===== src/common/cluster_periph_defines.svh =====
// Sizes and register map of the cluster peripheral.
// Included by the package and by every RTL file that needs a size or an offset.
`ifndef CLUSTER_PERIPH_DEFINES_SVH
`define CLUSTER_PERIPH_DEFINES_SVH

// Cluster and counter sizes.
`define NR_CORES          4
`define NUM_PERF_COUNTERS 4
`define PERF_CNT_WIDTH    48

// Register bus and DMA widths.
`define REG_ADDR_WIDTH    12
`define REG_DATA_WIDTH    32
`define DMA_DATA_WIDTH    64

// Register offsets, in bytes.
`define PERF_CNT_EN_BASE  12'h000
`define PERF_CNT_SEL_BASE 12'h040
`define PERF_CNT_BASE     12'h080
`define CL_CLINT_SET      12'h100
`define CL_CLINT_CLEAR    12'h104
`define ICACHE_PREFETCH   12'h108

// Reset values.
`define ICACHE_PREFETCH_RST 1'b1

`endif


===== src/common/cluster_periph_pkg.sv =====
// Types shared by the cluster peripheral RTL and its testbench.
// Event vectors are plain bit vectors; the *_EV_* constants name their bits.
`include "cluster_periph_defines.svh"

package cluster_periph_pkg;

  // Register bus.
  typedef logic [`REG_ADDR_WIDTH-1:0]   reg_addr_t;
  typedef logic [`REG_DATA_WIDTH-1:0]   reg_data_t;
  typedef logic [`REG_DATA_WIDTH/8-1:0] reg_strb_t;

  // Counter values and per-cycle increments.
  typedef logic [`PERF_CNT_WIDTH-1:0]   perf_cnt_t;
  typedef logic [7:0]                   perf_inc_t;
  typedef logic [$clog2(`NR_CORES)-1:0] hart_sel_t;

  // Core events, bit 3 is spare.
  typedef logic [3:0] core_events_t;
  localparam int unsigned CORE_EV_RETIRED_INSTR = 0;
  localparam int unsigned CORE_EV_RETIRED_LOAD  = 1;
  localparam int unsigned CORE_EV_ISSUE_FPU     = 2;

  // L0 instruction cache events, bit 2 is prefetch.
  typedef logic [3:0] icache_events_t;
  localparam int unsigned ICACHE_EV_MISS  = 0;
  localparam int unsigned ICACHE_EV_HIT   = 1;
  localparam int unsigned ICACHE_EV_STALL = 3;

  // TCDM events.
  typedef logic [1:0] tcdm_events_t;
  localparam int unsigned TCDM_EV_ACCESSED  = 0;
  localparam int unsigned TCDM_EV_CONGESTED = 1;

  // DMA events, bytes written this cycle in the top byte.
  typedef logic [9:0] dma_events_t;
  localparam int unsigned DMA_EV_BUSY      = 0;
  localparam int unsigned DMA_EV_W_DONE    = 1;
  localparam int unsigned DMA_EV_BYTES_LSB = 2;

  typedef enum logic [3:0] {
    METRIC_CYCLE          = 4'd0,
    METRIC_TCDM_ACCESSED  = 4'd1,
    METRIC_TCDM_CONGESTED = 4'd2,
    METRIC_RETIRED_INSTR  = 4'd3,
    METRIC_RETIRED_LOAD   = 4'd4,
    METRIC_ISSUE_FPU      = 4'd5,
    METRIC_DMA_BUSY       = 4'd6,
    METRIC_DMA_W_DONE     = 4'd7,
    METRIC_DMA_W_BYTES    = 4'd8,
    METRIC_ICACHE_MISS    = 4'd9,
    METRIC_ICACHE_HIT     = 4'd10,
    METRIC_ICACHE_STALL   = 4'd11
  } perf_metric_e;

  // Metrics tracked right after reset, one per counter.
  localparam perf_metric_e PERF_METRIC_RST [`NUM_PERF_COUNTERS] = '{
    METRIC_CYCLE, METRIC_RETIRED_INSTR, METRIC_TCDM_ACCESSED, METRIC_ICACHE_MISS
  };

endpackage


===== src/periph_reg_bridge.sv =====
// Register bus slave of the cluster peripheral.
// Runs a setup cycle and an access cycle per request, decodes the block
// ranges and returns the read data of the selected block.
`timescale 1ns/1ps
`include "cluster_periph_defines.svh"

module periph_reg_bridge (
  input  logic                          clk_i,
  input  logic                          rst_n_i,
  input  logic                          req_valid_i,
  input  logic                          req_write_i,
  input  cluster_periph_pkg::reg_addr_t req_addr_i,
  input  cluster_periph_pkg::reg_data_t req_wdata_i,
  input  cluster_periph_pkg::reg_strb_t req_wstrb_i,
  output logic                          rsp_ready_o,
  output cluster_periph_pkg::reg_data_t rsp_rdata_o,
  output logic                          rsp_error_o,
  output logic                          acc_wr_o,
  output logic                          acc_rd_o,
  output cluster_periph_pkg::reg_addr_t acc_addr_o,
  output cluster_periph_pkg::reg_data_t acc_wdata_o,
  output cluster_periph_pkg::reg_strb_t acc_wstrb_o,
  output logic                          ctrl_sel_o,
  output logic                          perf_sel_o,
  input  cluster_periph_pkg::reg_data_t ctrl_rdata_i,
  input  cluster_periph_pkg::reg_data_t perf_rdata_i
);
  import cluster_periph_pkg::*;

  typedef enum logic {
    SETUP,
    ACCESS
  } bridge_state_e;

  bridge_state_e state_q;
  logic          write_q;
  reg_addr_t     addr_q;
  reg_data_t     wdata_q;
  reg_strb_t     wstrb_q;
  logic          ctrl_hit_q;
  logic          perf_hit_q;
  logic          error_q;
  logic          ctrl_hit;
  logic          perf_hit;
  logic          read_only;
  logic          access;

  // True for a word-aligned address inside a block of words.
  function automatic logic in_words(reg_addr_t addr, reg_addr_t base, int unsigned words);
    return (addr >= base) && (addr < base + reg_addr_t'(4 * words)) && (addr[1:0] == 2'b00);
  endfunction

  assign ctrl_hit  = in_words(req_addr_i, `CL_CLINT_SET, 3);
  assign perf_hit  = in_words(req_addr_i, `PERF_CNT_EN_BASE, `NUM_PERF_COUNTERS) ||
                     in_words(req_addr_i, `PERF_CNT_SEL_BASE, `NUM_PERF_COUNTERS) ||
                     in_words(req_addr_i, `PERF_CNT_BASE, 2 * `NUM_PERF_COUNTERS);
  // Counter high words.
  assign read_only = in_words(req_addr_i, `PERF_CNT_BASE, 2 * `NUM_PERF_COUNTERS) &&
                     req_addr_i[2];

  always_ff @(posedge clk_i) begin
    if (!rst_n_i) begin
      state_q <= SETUP;
    end else if (state_q == SETUP && req_valid_i) begin
      state_q <= ACCESS;
    end else begin
      state_q <= SETUP;
    end
  end

  // Setup cycle captures the request and its decode.
  always_ff @(posedge clk_i) begin
    if (state_q == SETUP) begin
      write_q    <= req_write_i;
      addr_q     <= req_addr_i;
      wdata_q    <= req_wdata_i;
      wstrb_q    <= req_wstrb_i;
      ctrl_hit_q <= ctrl_hit;
      perf_hit_q <= perf_hit;
      error_q    <= !(ctrl_hit || perf_hit) || (req_write_i && read_only);
    end
  end

  assign access      = (state_q == ACCESS);
  assign rsp_ready_o = access;
  assign rsp_error_o = access && error_q;
  // Failed writes never reach the blocks.
  assign acc_wr_o    = access && write_q && !error_q;
  assign acc_rd_o    = access && !write_q;
  assign acc_addr_o  = addr_q;
  assign acc_wdata_o = wdata_q;
  assign acc_wstrb_o = wstrb_q;
  assign ctrl_sel_o  = access && ctrl_hit_q;
  assign perf_sel_o  = access && perf_hit_q;

  assign rsp_rdata_o = (acc_rd_o && ctrl_hit_q) ? ctrl_rdata_i :
                       (acc_rd_o && perf_hit_q) ? perf_rdata_i : '0;

  // The response only comes while the master still requests.
  a_ready_with_valid: assert property (
    @(posedge clk_i) disable iff (!rst_n_i) rsp_ready_o |-> req_valid_i
  );

endmodule


===== src/cluster_ctrl_regs.sv =====
// Cluster control registers: per-core wake-up bits and the icache prefetch
// enable. Writes arrive from the register bridge with their byte strobes.
`timescale 1ns/1ps
`include "cluster_periph_defines.svh"

module cluster_ctrl_regs (
  input  logic                          clk_i,
  input  logic                          rst_n_i,
  input  logic                          sel_i,
  input  logic                          wr_i,
  input  cluster_periph_pkg::reg_addr_t addr_i,
  input  cluster_periph_pkg::reg_data_t wdata_i,
  input  cluster_periph_pkg::reg_strb_t wstrb_i,
  output cluster_periph_pkg::reg_data_t rdata_o,
  output logic [`NR_CORES-1:0]          cl_clint_o,
  output logic                          icache_prefetch_enable_o
);
  import cluster_periph_pkg::*;

  logic [`NR_CORES-1:0] clint_q;
  logic [`NR_CORES-1:0] wr_mask;
  logic                 prefetch_q;
  logic                 we;

  assign we = sel_i && wr_i;

  // Data bits whose byte lane is enabled.
  always_comb begin
    for (int i = 0; i < `NR_CORES; i++) begin
      wr_mask[i] = wstrb_i[i / 8] && wdata_i[i];
    end
  end

  always_ff @(posedge clk_i) begin
    if (!rst_n_i) begin
      clint_q    <= '0;
      prefetch_q <= `ICACHE_PREFETCH_RST;
    end else if (we) begin
      if (addr_i == `CL_CLINT_SET) begin
        clint_q <= clint_q | wr_mask;
      end else if (addr_i == `CL_CLINT_CLEAR) begin
        clint_q <= clint_q & ~wr_mask;
      end else if (addr_i == `ICACHE_PREFETCH && wstrb_i[0]) begin
        prefetch_q <= wdata_i[0];
      end
    end
  end

  always_comb begin
    rdata_o = '0;
    if (addr_i == `CL_CLINT_SET || addr_i == `CL_CLINT_CLEAR) begin
      rdata_o = reg_data_t'(clint_q);
    end else if (addr_i == `ICACHE_PREFETCH) begin
      rdata_o = reg_data_t'(prefetch_q);
    end
  end

  assign cl_clint_o               = clint_q;
  assign icache_prefetch_enable_o = prefetch_q;

endmodule


===== src/perf/perf_event_sampler.sv =====
// Event sampling for the performance counters.
// Registers the TCDM, DMA and icache events once and maps each counter's
// metric and hart onto a per-cycle increment. Core events are used directly.
`timescale 1ns/1ps
`include "cluster_periph_defines.svh"

module perf_event_sampler (
  input  logic                             clk_i,
  input  logic                             rst_n_i,
  input  cluster_periph_pkg::core_events_t [`NR_CORES-1:0] core_events_i,
  input  cluster_periph_pkg::tcdm_events_t                 tcdm_events_i,
  input  cluster_periph_pkg::dma_events_t                  dma_events_i,
  input  cluster_periph_pkg::icache_events_t [`NR_CORES-1:0] icache_events_i,
  input  cluster_periph_pkg::perf_metric_e [`NUM_PERF_COUNTERS-1:0] metric_i,
  input  cluster_periph_pkg::hart_sel_t [`NUM_PERF_COUNTERS-1:0]    hart_i,
  output cluster_periph_pkg::perf_inc_t [`NUM_PERF_COUNTERS-1:0]    inc_o
);
  import cluster_periph_pkg::*;

  tcdm_events_t                   tcdm_q;
  dma_events_t                    dma_q;
  icache_events_t [`NR_CORES-1:0] icache_q;

  // Pipeline stage for the events from outside the cores.
  always_ff @(posedge clk_i) begin
    if (!rst_n_i) begin
      tcdm_q   <= '0;
      dma_q    <= '0;
      icache_q <= '0;
    end else begin
      tcdm_q   <= tcdm_events_i;
      dma_q    <= dma_events_i;
      icache_q <= icache_events_i;
    end
  end

  always_comb begin
    for (int i = 0; i < `NUM_PERF_COUNTERS; i++) begin
      case (metric_i[i])
        METRIC_CYCLE:          inc_o[i] = perf_inc_t'(1);
        METRIC_TCDM_ACCESSED:  inc_o[i] = perf_inc_t'(tcdm_q[TCDM_EV_ACCESSED]);
        METRIC_TCDM_CONGESTED: inc_o[i] = perf_inc_t'(tcdm_q[TCDM_EV_CONGESTED]);
        METRIC_RETIRED_INSTR:
          inc_o[i] = perf_inc_t'(core_events_i[hart_i[i]][CORE_EV_RETIRED_INSTR]);
        METRIC_RETIRED_LOAD:
          inc_o[i] = perf_inc_t'(core_events_i[hart_i[i]][CORE_EV_RETIRED_LOAD]);
        METRIC_ISSUE_FPU:
          inc_o[i] = perf_inc_t'(core_events_i[hart_i[i]][CORE_EV_ISSUE_FPU]);
        // Single DMA channel, the hart is ignored.
        METRIC_DMA_BUSY:       inc_o[i] = perf_inc_t'(dma_q[DMA_EV_BUSY]);
        METRIC_DMA_W_DONE:     inc_o[i] = perf_inc_t'(dma_q[DMA_EV_W_DONE]);
        METRIC_DMA_W_BYTES:    inc_o[i] = dma_q[DMA_EV_BYTES_LSB +: 8];
        METRIC_ICACHE_MISS:    inc_o[i] = perf_inc_t'(icache_q[hart_i[i]][ICACHE_EV_MISS]);
        METRIC_ICACHE_HIT:     inc_o[i] = perf_inc_t'(icache_q[hart_i[i]][ICACHE_EV_HIT]);
        METRIC_ICACHE_STALL:   inc_o[i] = perf_inc_t'(icache_q[hart_i[i]][ICACHE_EV_STALL]);
        default:               inc_o[i] = '0;
      endcase
    end
  end

  // A DMA beat never writes more bytes than the data bus carries.
  a_dma_bytes_in_range: assert property (
    @(posedge clk_i) disable iff (!rst_n_i)
    dma_events_i[DMA_EV_BYTES_LSB +: 8] <= `DMA_DATA_WIDTH / 8
  );

endmodule


===== src/perf/perf_counter_bank.sv =====
// Performance counter bank with enable, metric and hart select per counter.
// The sampler supplies the increments; software reads and clears the
// counters over the register bridge.
`timescale 1ns/1ps
`include "cluster_periph_defines.svh"

module perf_counter_bank (
  input  logic                          clk_i,
  input  logic                          rst_n_i,
  input  logic                          sel_i,
  input  logic                          wr_i,
  input  cluster_periph_pkg::reg_addr_t addr_i,
  input  cluster_periph_pkg::reg_data_t wdata_i,
  input  cluster_periph_pkg::reg_strb_t wstrb_i,
  output cluster_periph_pkg::reg_data_t rdata_o,
  input  cluster_periph_pkg::perf_inc_t [`NUM_PERF_COUNTERS-1:0]    inc_i,
  output cluster_periph_pkg::perf_metric_e [`NUM_PERF_COUNTERS-1:0] metric_o,
  output cluster_periph_pkg::hart_sel_t [`NUM_PERF_COUNTERS-1:0]    hart_o
);
  import cluster_periph_pkg::*;

  logic         [`NUM_PERF_COUNTERS-1:0] en_q;
  perf_metric_e [`NUM_PERF_COUNTERS-1:0] metric_q;
  hart_sel_t    [`NUM_PERF_COUNTERS-1:0] hart_q;
  perf_cnt_t    [`NUM_PERF_COUNTERS-1:0] cnt_q;
  logic                                  we;

  // Byte address of word idx in a block.
  function automatic reg_addr_t word_addr(reg_addr_t base, int unsigned idx);
    return base + reg_addr_t'(4 * idx);
  endfunction

  assign we = sel_i && wr_i;

  always_ff @(posedge clk_i) begin
    if (!rst_n_i) begin
      en_q   <= '0;
      hart_q <= '0;
      cnt_q  <= '0;
      for (int i = 0; i < `NUM_PERF_COUNTERS; i++) begin
        metric_q[i] <= PERF_METRIC_RST[i];
      end
    end else begin
      for (int i = 0; i < `NUM_PERF_COUNTERS; i++) begin
        if (we && addr_i == word_addr(`PERF_CNT_EN_BASE, i) && wstrb_i[0]) begin
          en_q[i] <= wdata_i[0];
        end
        // Metric in byte 0, hart in byte 1.
        if (we && addr_i == word_addr(`PERF_CNT_SEL_BASE, i)) begin
          if (wstrb_i[0]) begin
            metric_q[i] <= perf_metric_e'(wdata_i[3:0]);
          end
          if (wstrb_i[1]) begin
            hart_q[i] <= wdata_i[8 +: $bits(hart_sel_t)];
          end
        end
        // A write to the counter clears it, even while counting.
        if (we && (addr_i == word_addr(`PERF_CNT_BASE, 2 * i) ||
                   addr_i == word_addr(`PERF_CNT_BASE, 2 * i + 1))) begin
          cnt_q[i] <= '0;
        end else if (en_q[i]) begin
          cnt_q[i] <= cnt_q[i] + perf_cnt_t'(inc_i[i]);
        end
      end
    end
  end

  always_comb begin
    rdata_o = '0;
    for (int i = 0; i < `NUM_PERF_COUNTERS; i++) begin
      if (addr_i == word_addr(`PERF_CNT_EN_BASE, i)) begin
        rdata_o = reg_data_t'(en_q[i]);
      end else if (addr_i == word_addr(`PERF_CNT_SEL_BASE, i)) begin
        rdata_o = reg_data_t'({hart_q[i], 4'b0000, metric_q[i]});
      end else if (addr_i == word_addr(`PERF_CNT_BASE, 2 * i)) begin
        rdata_o = cnt_q[i][31:0];
      end else if (addr_i == word_addr(`PERF_CNT_BASE, 2 * i + 1)) begin
        rdata_o = reg_data_t'(cnt_q[i][`PERF_CNT_WIDTH-1:32]);
      end
    end
  end

  assign metric_o = metric_q;
  assign hart_o   = hart_q;

  // The sampler indexes the per-core events with this select.
  for (genvar i = 0; i < `NUM_PERF_COUNTERS; i++) begin : gen_hart_check
    a_hart_in_range: assert property (
      @(posedge clk_i) disable iff (!rst_n_i) hart_o[i] < `NR_CORES
    );
  end

endmodule


===== src/cluster_peripheral.sv =====
// Cluster peripheral top level.
// Connects the register bridge to the control registers and the counter
// bank, and the counter bank to the event sampler.
`timescale 1ns/1ps
`include "cluster_periph_defines.svh"

module cluster_peripheral (
  input  logic                          clk_i,
  input  logic                          rst_n_i,
  input  logic                          req_valid_i,
  input  logic                          req_write_i,
  input  cluster_periph_pkg::reg_addr_t req_addr_i,
  input  cluster_periph_pkg::reg_data_t req_wdata_i,
  input  cluster_periph_pkg::reg_strb_t req_wstrb_i,
  output logic                          rsp_ready_o,
  output cluster_periph_pkg::reg_data_t rsp_rdata_o,
  output logic                          rsp_error_o,
  output logic [`NR_CORES-1:0]          cl_clint_o,
  output logic                          icache_prefetch_enable_o,
  input  cluster_periph_pkg::core_events_t [`NR_CORES-1:0]   core_events_i,
  input  cluster_periph_pkg::tcdm_events_t                   tcdm_events_i,
  input  cluster_periph_pkg::dma_events_t                    dma_events_i,
  input  cluster_periph_pkg::icache_events_t [`NR_CORES-1:0] icache_events_i
);
  import cluster_periph_pkg::*;

  logic                                  acc_wr;
  reg_addr_t                             acc_addr;
  reg_data_t                             acc_wdata;
  reg_strb_t                             acc_wstrb;
  logic                                  ctrl_sel;
  logic                                  perf_sel;
  reg_data_t                             ctrl_rdata;
  reg_data_t                             perf_rdata;
  perf_metric_e [`NUM_PERF_COUNTERS-1:0] metric;
  hart_sel_t    [`NUM_PERF_COUNTERS-1:0] hart;
  perf_inc_t    [`NUM_PERF_COUNTERS-1:0] inc;

  // Read data is combinational, so no block needs the read strobe.
  periph_reg_bridge i_bridge (
    .clk_i, .rst_n_i, .req_valid_i, .req_write_i, .req_addr_i, .req_wdata_i,
    .req_wstrb_i, .rsp_ready_o, .rsp_rdata_o, .rsp_error_o,
    .acc_wr_o     (acc_wr),
    .acc_rd_o     (),
    .acc_addr_o   (acc_addr),
    .acc_wdata_o  (acc_wdata),
    .acc_wstrb_o  (acc_wstrb),
    .ctrl_sel_o   (ctrl_sel),
    .perf_sel_o   (perf_sel),
    .ctrl_rdata_i (ctrl_rdata),
    .perf_rdata_i (perf_rdata)
  );

  cluster_ctrl_regs i_ctrl_regs (
    .clk_i, .rst_n_i,
    .sel_i   (ctrl_sel),
    .wr_i    (acc_wr),
    .addr_i  (acc_addr),
    .wdata_i (acc_wdata),
    .wstrb_i (acc_wstrb),
    .rdata_o (ctrl_rdata),
    .cl_clint_o, .icache_prefetch_enable_o
  );

  perf_event_sampler i_sampler (
    .clk_i, .rst_n_i, .core_events_i, .tcdm_events_i, .dma_events_i, .icache_events_i,
    .metric_i (metric),
    .hart_i   (hart),
    .inc_o    (inc)
  );

  perf_counter_bank i_counters (
    .clk_i, .rst_n_i,
    .sel_i    (perf_sel),
    .wr_i     (acc_wr),
    .addr_i   (acc_addr),
    .wdata_i  (acc_wdata),
    .wstrb_i  (acc_wstrb),
    .rdata_o  (perf_rdata),
    .inc_i    (inc),
    .metric_o (metric),
    .hart_o   (hart)
  );

endmodule


===== config.mk =====
export PLATFORM = sky130hd
export DESIGN_NAME = cluster_peripheral
export DESIGN_NICKNAME = d
export VERILOG_FILES = /design/src/common/cluster_periph_pkg.sv /design/src/periph_reg_bridge.sv /design/src/cluster_ctrl_regs.sv /design/src/perf/perf_event_sampler.sv /design/src/perf/perf_counter_bank.sv /design/src/cluster_peripheral.sv
export VERILOG_INCLUDE_DIRS = /design/src /design/src/common
export SDC_FILE = /design/constraint.sdc
export NUM_CORES = 1
export LEC_CHECK = 0
export ABC_CLOCK_PERIOD_IN_PS = 4300
export BUFFER_PORTS_ARGS = -buffer_cell sky130_fd_sc_hd__buf_2
export CAP_MARGIN = 20
export CELL_PAD_IN_SITES_DETAIL_PLACEMENT = 1
export CELL_PAD_IN_SITES_GLOBAL_PLACEMENT = 1
export CORE_ASPECT_RATIO = 1.75
export CORE_UTILIZATION = 35
export CTS_CLUSTER_SIZE = 14
export DETAILED_ROUTE_END_ITERATION = 7
export PLACE_DENSITY_LB_ADDON = 0.1
export SLEW_MARGIN = 40
export SYNTH_ARGS = -nofsm -noshare
export SYNTH_HDL_FRONTEND = slang
export SYNTH_SLANG_ARGS = --single-unit

===== constraint.sdc =====
create_clock -name clk_i -period 4.3 [get_ports clk_i]
set_input_delay 0.645 -clock clk_i [delete_from_list [all_inputs] [get_ports clk_i]]
set_output_delay 0.645 -clock clk_i [all_outputs]
set_load 0.01 [all_outputs]

==> results.yml, run 1 <==
yosys:
  async_reset_ff_share_pct: 0
  synth-adder-area-share_pct: 3.06
  ys.flop_type: "dfxtp_1"
  synth_top_area_share_pct: 31.9
  synth_edf_count: 24
  synth_area_mm2: 0.0157
  seq_area_frac_synth_pct: 36.5
  yosys_warnings: 0
  synth-simple-area-share_pct: 25.3
  ys_types: 83
  ys_ff_latch: 274
  synthXorXnorAreaFrac_pct: 8.55
  synthMuxAreaShare_pct: 8.73
  syn_area_per_cell_um2: 8.64
  netlist_top_cells_area: "dfxtp_1 (32%), nor2_1 (6.2%), edfxtp_1 (4.6%)"
  synth_largest_area_cell: "dfxtp_1"
  synthCells: 1815
  synth_compound_area_share_pct: 14.8
  synth_top_family_by_area: "simple AND/OR/NAND/NOR gates"
  syn_nets: 1947
floorplan:
  die_area_mm2: 0.0457
  die_h_um: 282
  core_region_area_mm2: 0.0442
  initial_utilization_pct: 35.5
  die_w_um: 162
  io_pins: 135
  rows: 102
setup_path:
  rr_worst_depth: 16
  worstReg2RegEnd: "i_counters.cnt_q[158]"
  cp.arrival_ns: 3.58
  cp.required_ns: 3.65
  path_max_fanout: 20
  criticalPathCategory: "reg2out"
  crit_end: "rsp_rdata_o[3]"
  crit_start: "i_bridge.acc_addr_o[3]"
  critPathCaptureType: "primary output"
  reg2reg_slack_ns: 0.25
  start_kind: "flop"
  reg2reg_from: "i_counters.hart_o[6]"
finish:
  n_fill_cell: 5333
  final_nets: 2050
  area_growth_syn_to_layout_pct: 15.3
  final_util_pct: 40.9
  n_antenna_cell: 0
  fin_cells: 2512
  drive_gt1_share_pct: 14.9
run_status:
  status: "finished clean"
timing:
  min_period_over_period_pct: 98.3
  report.final.slew_viol_count: 0
  rsz0062_at_grt: "false"
  finalClockSkew_ns: 0.0191
  setup-tns-final_ns: 0
  relSlewSlack_pct: 49.2
  setup_viol: 0
  layout_min_cycle_time_ns: 4.23
  setup_slack_ns: 0.0718
  fmax_mhz: 237
  hold_viol: 0
  tightest_slew_ns: 0.754
run:
  maxCapViolCount: 0
clocking:
  cts_hold_buf: 0
  htree_levels: 1
  cts_setup_buffers: 0
  cts_buffers: 29
  clk_pin_slew_ns: 0.07
  cts_buffer_depth: 3
  cts_resized: 0
  cts_root_buf: "clkbuf_16"
  clkSinkCount: 274
  cts_tree: "built"
  clock_latency_ns: 0.59
worst_hold_path:
  hp-class: "in2reg"
  min_path_cells: 1
routing:
  postRouteAntennaNets: 0
  vias: 14200
  drt_pass1_iterations: 5
  wire_per_inst_um: 22.7
  via_per_inst: 5.67
  drt_iter0_drc: 624
  wl_um: 57100
  drc: 0
global_routing:
  antenna_found_initial: 0
  grt_max_degree: 49
  grtUsageTotal_pct: 25.2
  grt_pass1_wl_um: 87800
  overflow: 0
  first_global_vias: 15000
placement:
  preCtsSetupSlack_ns: 0.0795
  port_buffers: 98
  place_inst: 2459
  dp_hpwl_um: 44200
  gp_congestion: 0.900
power_and_ir_drop:
  leakagePower_nw: 6.36
  power.density_mw_per_mm2: 304
  peakVddDrop_v: 0.000352
-- logic make-up (layout without fill, tap and decap cells) --
kind of cell             Yosys count  after routing
adder cells (fa/ha/maj)           36             36
multiplexers                     106            106
XOR/XNOR                         153            153
AND/OR/NAND/NOR                  767            767
buffers and inverters            120            245
AO/OA/AOI/OAI                    359            359
flip-flops                       274            274
-- placed cells by master, fill, tap and decap left out, types with 8 or more instances in the layout --
cell and n:
o22ai_1 16, buf_2 98, nand2_1 102, and4_1 19, a211oi_1 16, xnor2_1 80, or3_1 29, o211ai_1 15
xor2_1 73, a22oi_1 49, nand3_1 81, buf_4 66, nor3_1 43, clkbuf_16 29, and3_1 26, nor2b_1 31
and2_1 64, nor2_1 258, a21oi_1 105, mux4_2 23, mux2i_1 67, nor4_1 11, o21ai_1 12, inv_1 26
mux2_2 16, nand4_1 36, o221ai_1 12, clkbuf_8 8, o21ai_0 61, dfxtp_1 248, a21o_1 12, edfxtp_1 24
ha_1 32
-- cells in the mapped netlist, drive strengths merged, types with 7 or more instances --
library cell	count
a211oi	18
a21o	12
a21oi	105
a22oi	49
and2	65
and3	26
and4	19
buf	24
clkbuf	69
dfxtp	250
edfxtp	24
ha	32
inv	27
mux2	16
mux2i	67
mux4	23
nand2	103
nand3	83
nand3b	7
nand4	38
nor2	260
nor2b	31
nor3	49
nor3b	8
nor4	16
nor4b	8
o211ai	15
o21a	7
o21ai	75
o221ai	12
o22ai	16
or3	30
xnor2	80
xor2	73
-- cell type report --
| class | count | area, µm² | share of cell area (%) |
|---|---|---|---|
| clock buffer | 40 | 847 | 4.69 |
| clock inverter | 13 | 125 | 0.692 |
| inverter | 27 | 101 | 0.561 |
| multi-input combinational | 1421 | 9550 | 52.8 |
| sequential | 274 | 5730 | 31.7 |
| tap | 572 | 716 | 3.96 |
| timing repair buffer | 165 | 1010 | 5.56 |
-- layer usage --
| layer | routed length [µm] | track usage, % | vias to the layer above |
|---|---|---|---|
| met4 | 4310 | 17.6 | 0 |
| met5 | 0 | 0 | - |
| met2 | 30500 | 48.2 | 282 |
| met1 | 20700 | 25.4 | 7042 |
| li1 | - | - | 6769 |
| met3 | 1520 | 2.27 | 146 |
-- power by group --
group,leakage (nW),internal [mW],switching [mW],total (mW)
clock,0.480,1.49,1.13,2.62
sequential,2.27,2.60,0.0509,2.65
combinational,3.62,0.0843,0.135,0.219
total,6.36,4.18,1.32,5.50
-- sequential cells by signal (all words and copies together), names as in the netlist, 2 cells and up, named ones only --
signal,cells
i_sampler.dma_q,10
i_counters.en_q,4
i_bridge.acc_wstrb_o,2
i_counters.metric_o,16
i_counters.cnt_q,192
i_counters.hart_o,8
i_bridge.acc_wdata_o,6
i_sampler.icache_q,12
i_sampler.tcdm_q,2
i_bridge.acc_addr_o,12
-- worst min-delay path by stage --
stage,from,endpoint
2_1_floorplan,i_counters.cnt_q[191],i_counters.cnt_q[191]
3_3_place_gp,i_counters.cnt_q[191],i_counters.cnt_q[191]
3_5_place_dp,i_counters.cnt_q[191],i_counters.cnt_q[191]
4_1_cts,req_wstrb_i[1],i_bridge.acc_wstrb_o[1]
5_1_grt,req_wdata_i[2],i_bridge.acc_wdata_o[2]
6_report,req_wstrb_i[0],i_bridge.acc_wstrb_o[0]
-- metrics by stage --
stage	power, mW	instance area (µm²)	hold WS [ns]
after floorplan	2.81	15700	0.453
after global placement	2.92	17100	0.472
after detailed placement	2.93	17100	0.490
after CTS	5.57	18000	0.214
after global routing	5.67	18100	0.215
final	5.50	18100	0.241
-- critical path, cell delays in order, from the launching register on --
cell and delay (ns):
edfxtp_1 0.43, buf_4 0.25, nor4b_1 0.17, buf_4 0.17, nand2_1 0.26, nor2_2 0.12, buf_4 0.21, a221oi_1 0.64
o21ai_1 0.30, a32o_1 0.30, buf_2 0.14
Power figures use the tool's default switching activity.
==> run 2: changes to the inputs <==
ABC_AREA = 1   (was unset)
==> results.yml, run 2 <==
run_status:
  status: "finished clean"
power_and_ir_drop:
  finalPower_mw: 5.64
  leakagePower_nw: 7.37
  power.density_mw_per_mm2: 285
  peakVddDrop_v: 0.000306
finish:
  seqCellArea_mm2: 0.00573
  drive_gt1_share_pct: 11.0
  final_util_pct: 40.5
  final_nets: 2838
  max_flop_register: "i_counters.cnt_q"
  final_common_cell: "nand2_1"
  n_antenna_cell: 0
  area_growth_syn_to_layout_pct: 14.2
  design_area_mm2: 0.0198
  n_fill_cell: 6463
  layout_common_cells: "nand2_1 (485), inv_1 (386), nor2_1 (276)"
  largest_reg_flops: 192
  multi_input_area_mm2: 0.00982
timing:
  hold_viol: 0
  report.final.slew_viol_count: 0
  rsz0062_at_grt: "false"
  relSlewSlack_pct: 48.3
  tightest_slew_ns: 0.770
  setup_viol: 0
  holdWs_ns: 0.233
  layout_min_cycle_time_ns: 4.10
  min_period_over_period_pct: 95.4
  fmax_mhz: 244
  setup_slack_ns: 0.196
  finalClockSkew_ns: 0.0327
run:
  maxCapViolCount: 0
setup_path:
  path_max_fanout: 25
  rr_worst_depth: 21
  critPathCaptureType: "primary output"
  criticalPathCategory: "reg2out"
  cp.required_ns: 3.65
  cp.arrival_ns: 3.46
  start_kind: "flop"
clocking:
  clock_latency_ns: 0.61
  cts_root_buf: "clkbuf_16"
  cts_buffers: 30
  clkSinkCount: 274
  cts_tree: "built"
  cts_resized: 0
  clk_pin_slew_ns: 0.07
  htree_levels: 1
  cts_hold_buf: 0
  cts_buffer_depth: 3
  cts_setup_buffers: 0
routing:
  wire_per_inst_um: 22.2
  wl_um: 75200
  postRouteAntennaNets: 0
  drt_iter0_drc: 885
  drc: 0
  vias: 18500
  via_per_inst: 5.45
  drt_pass1_iterations: 5
yosys:
  synth_largest_area_cell: "dfxtp_1"
  syn_area_per_cell_um2: 6.67
  synth_area_mm2: 0.0173
  synth_commonest_cells: "nand2_1 (485), inv_1 (386), nor2_1 (278)"
  synth-simple-area-share_pct: 29.8
  synthMuxAreaShare_pct: 0
  async_reset_ff_share_pct: 0
  yosys_warnings: 0
  synth.most_common_cell: "nand2_1"
  ys_types: 67
  synth_compound_area_share_pct: 19.4
  synth_top_area_share_pct: 28.9
  ys_ff_latch: 274
  synthXorXnorAreaFrac_pct: 4.51
  netlist_top_cells_area: "dfxtp_1 (29%), nand2_1 (11%), inv_1 (8.4%)"
  synth_top_family_by_area: "simple AND/OR/NAND/NOR gates"
  synth-adder-area-share_pct: 2.78
  syn_nets: 2727
  ys.flop_type: "dfxtp_1"
  synth_edf_count: 24
  seq_area_frac_synth_pct: 33.1
  synthCells: 2595
worst_hold_path:
  min_path_cells: 1
  hp-class: "in2reg"
floorplan:
  initial_utilization_pct: 35.5
  rows: 107
  core_region_area_mm2: 0.0487
  die_w_um: 170
  io_pins: 135
  die_h_um: 296
  die_area_mm2: 0.0504
global_routing:
  use_met2_pct: 57.2
  grt_pass1_wl_um: 112000
  grtUsageTotal_pct: 29.8
  gr-usage-met3_pct: 2.30
  met1_usage_pct: 30.9
  antenna_found_initial: 0
  first_global_vias: 19000
  busiest_layer: "met2"
  grt_max_degree: 44
  overflow: 0
placement:
  dpl_cell_area_mm2: 0.0187
  port_buffers: 98
  preCtsSetupSlack_ns: -0.0160
  gp_congestion: 0.928
  dp_hpwl_um: 61000
run 2: changes by cell type in the layout (fill, tap and decap cells not counted), moves of 23 or more:
cell,previous run,this run
or3_1,29,4
a21oi_1,105,252
mux2i_1,67,0
xnor2_1,80,20
nand2_1,102,485
and3_1,26,2
buf_4,66,42
nor3_1,43,105
inv_1,26,386
nor2b_1,31,0
and2_1,64,1
o21ai_0,61,195
mux4_2,23,0
a22oi_1,49,1
run 2: cells by family after synthesis:
group | Yosys count
compound gates | 589
xor+xnor | 89
fa+ha+maj | 36
buf+inv | 469
flops | 274
simple gates | 1138
run 2: final timing paths:
kind	start	endpoint	slack [ns]
worst max register to register	i_counters.metric_o[4]	i_counters.cnt_q[78]	0.31
worst min-delay path	req_wdata_i[1]	i_bridge.acc_wdata_o[1]	0.23
worst max-delay path	i_bridge.acc_addr_o[9]	rsp_rdata_o[9]	0.20
worst min register to register	i_counters.cnt_q[143]	i_counters.cnt_q[143]	0.47
run 2: critical path: stages, from the launching register on:
cell and delay [ns]:
edfxtp_1 0.39, nor2_1 0.16, nand2_2 0.14, inv_4 0.13, nand3_4 0.17, nor2_8 0.39
inv_2 0.21, or2_2 0.31, nand2_1 0.07, nand2_1 0.05, nand2_1 0.13, nand3b_1 0.22
nand2_1 0.12, nand3b_1 0.12, nand2_1 0.09, inv_1 0.04, buf_2 0.13
run 2: metrics by stage:
step           std cells  TNS [ns]
6_report            3384         0
5_1_grt             3384         0
4_1_cts             3384         0
3_5_place_dp        3328   -0.0160
3_3_place_gp        3328         0
2_1_floorplan       2595         0
run 2: final cells by class:
| type | count | share of cell area, % |
|---|---|---|
| multi-input cells | 1852 | 49.7 |
| flip-flops and latches | 274 | 29.0 |
| inverters | 408 | 7.77 |
| clock buffers | 41 | 4.29 |
| well taps | 654 | 4.14 |
| repair buffers | 140 | 4.08 |
| clock inverters | 15 | 0.976 |
run 2: layer usage:
| metal | routed length [µm] | vias up |
|---|---|---|
| li1 | - | 8871 |
| met1 | 28000 | 8975 |
| met2 | 40000 | 416 |
| met3 | 2210 | 192 |
| met4 | 5010 | 0 |
| met5 | 0 | - |
run 2: report_power, final:
part | leakage (nW) | internal, mW | switching [mW]
registers | 2.27 | 2.60 | 0.0277
clock network | 0.491 | 1.62 | 1.19
logic | 4.61 | 0.0534 | 0.144
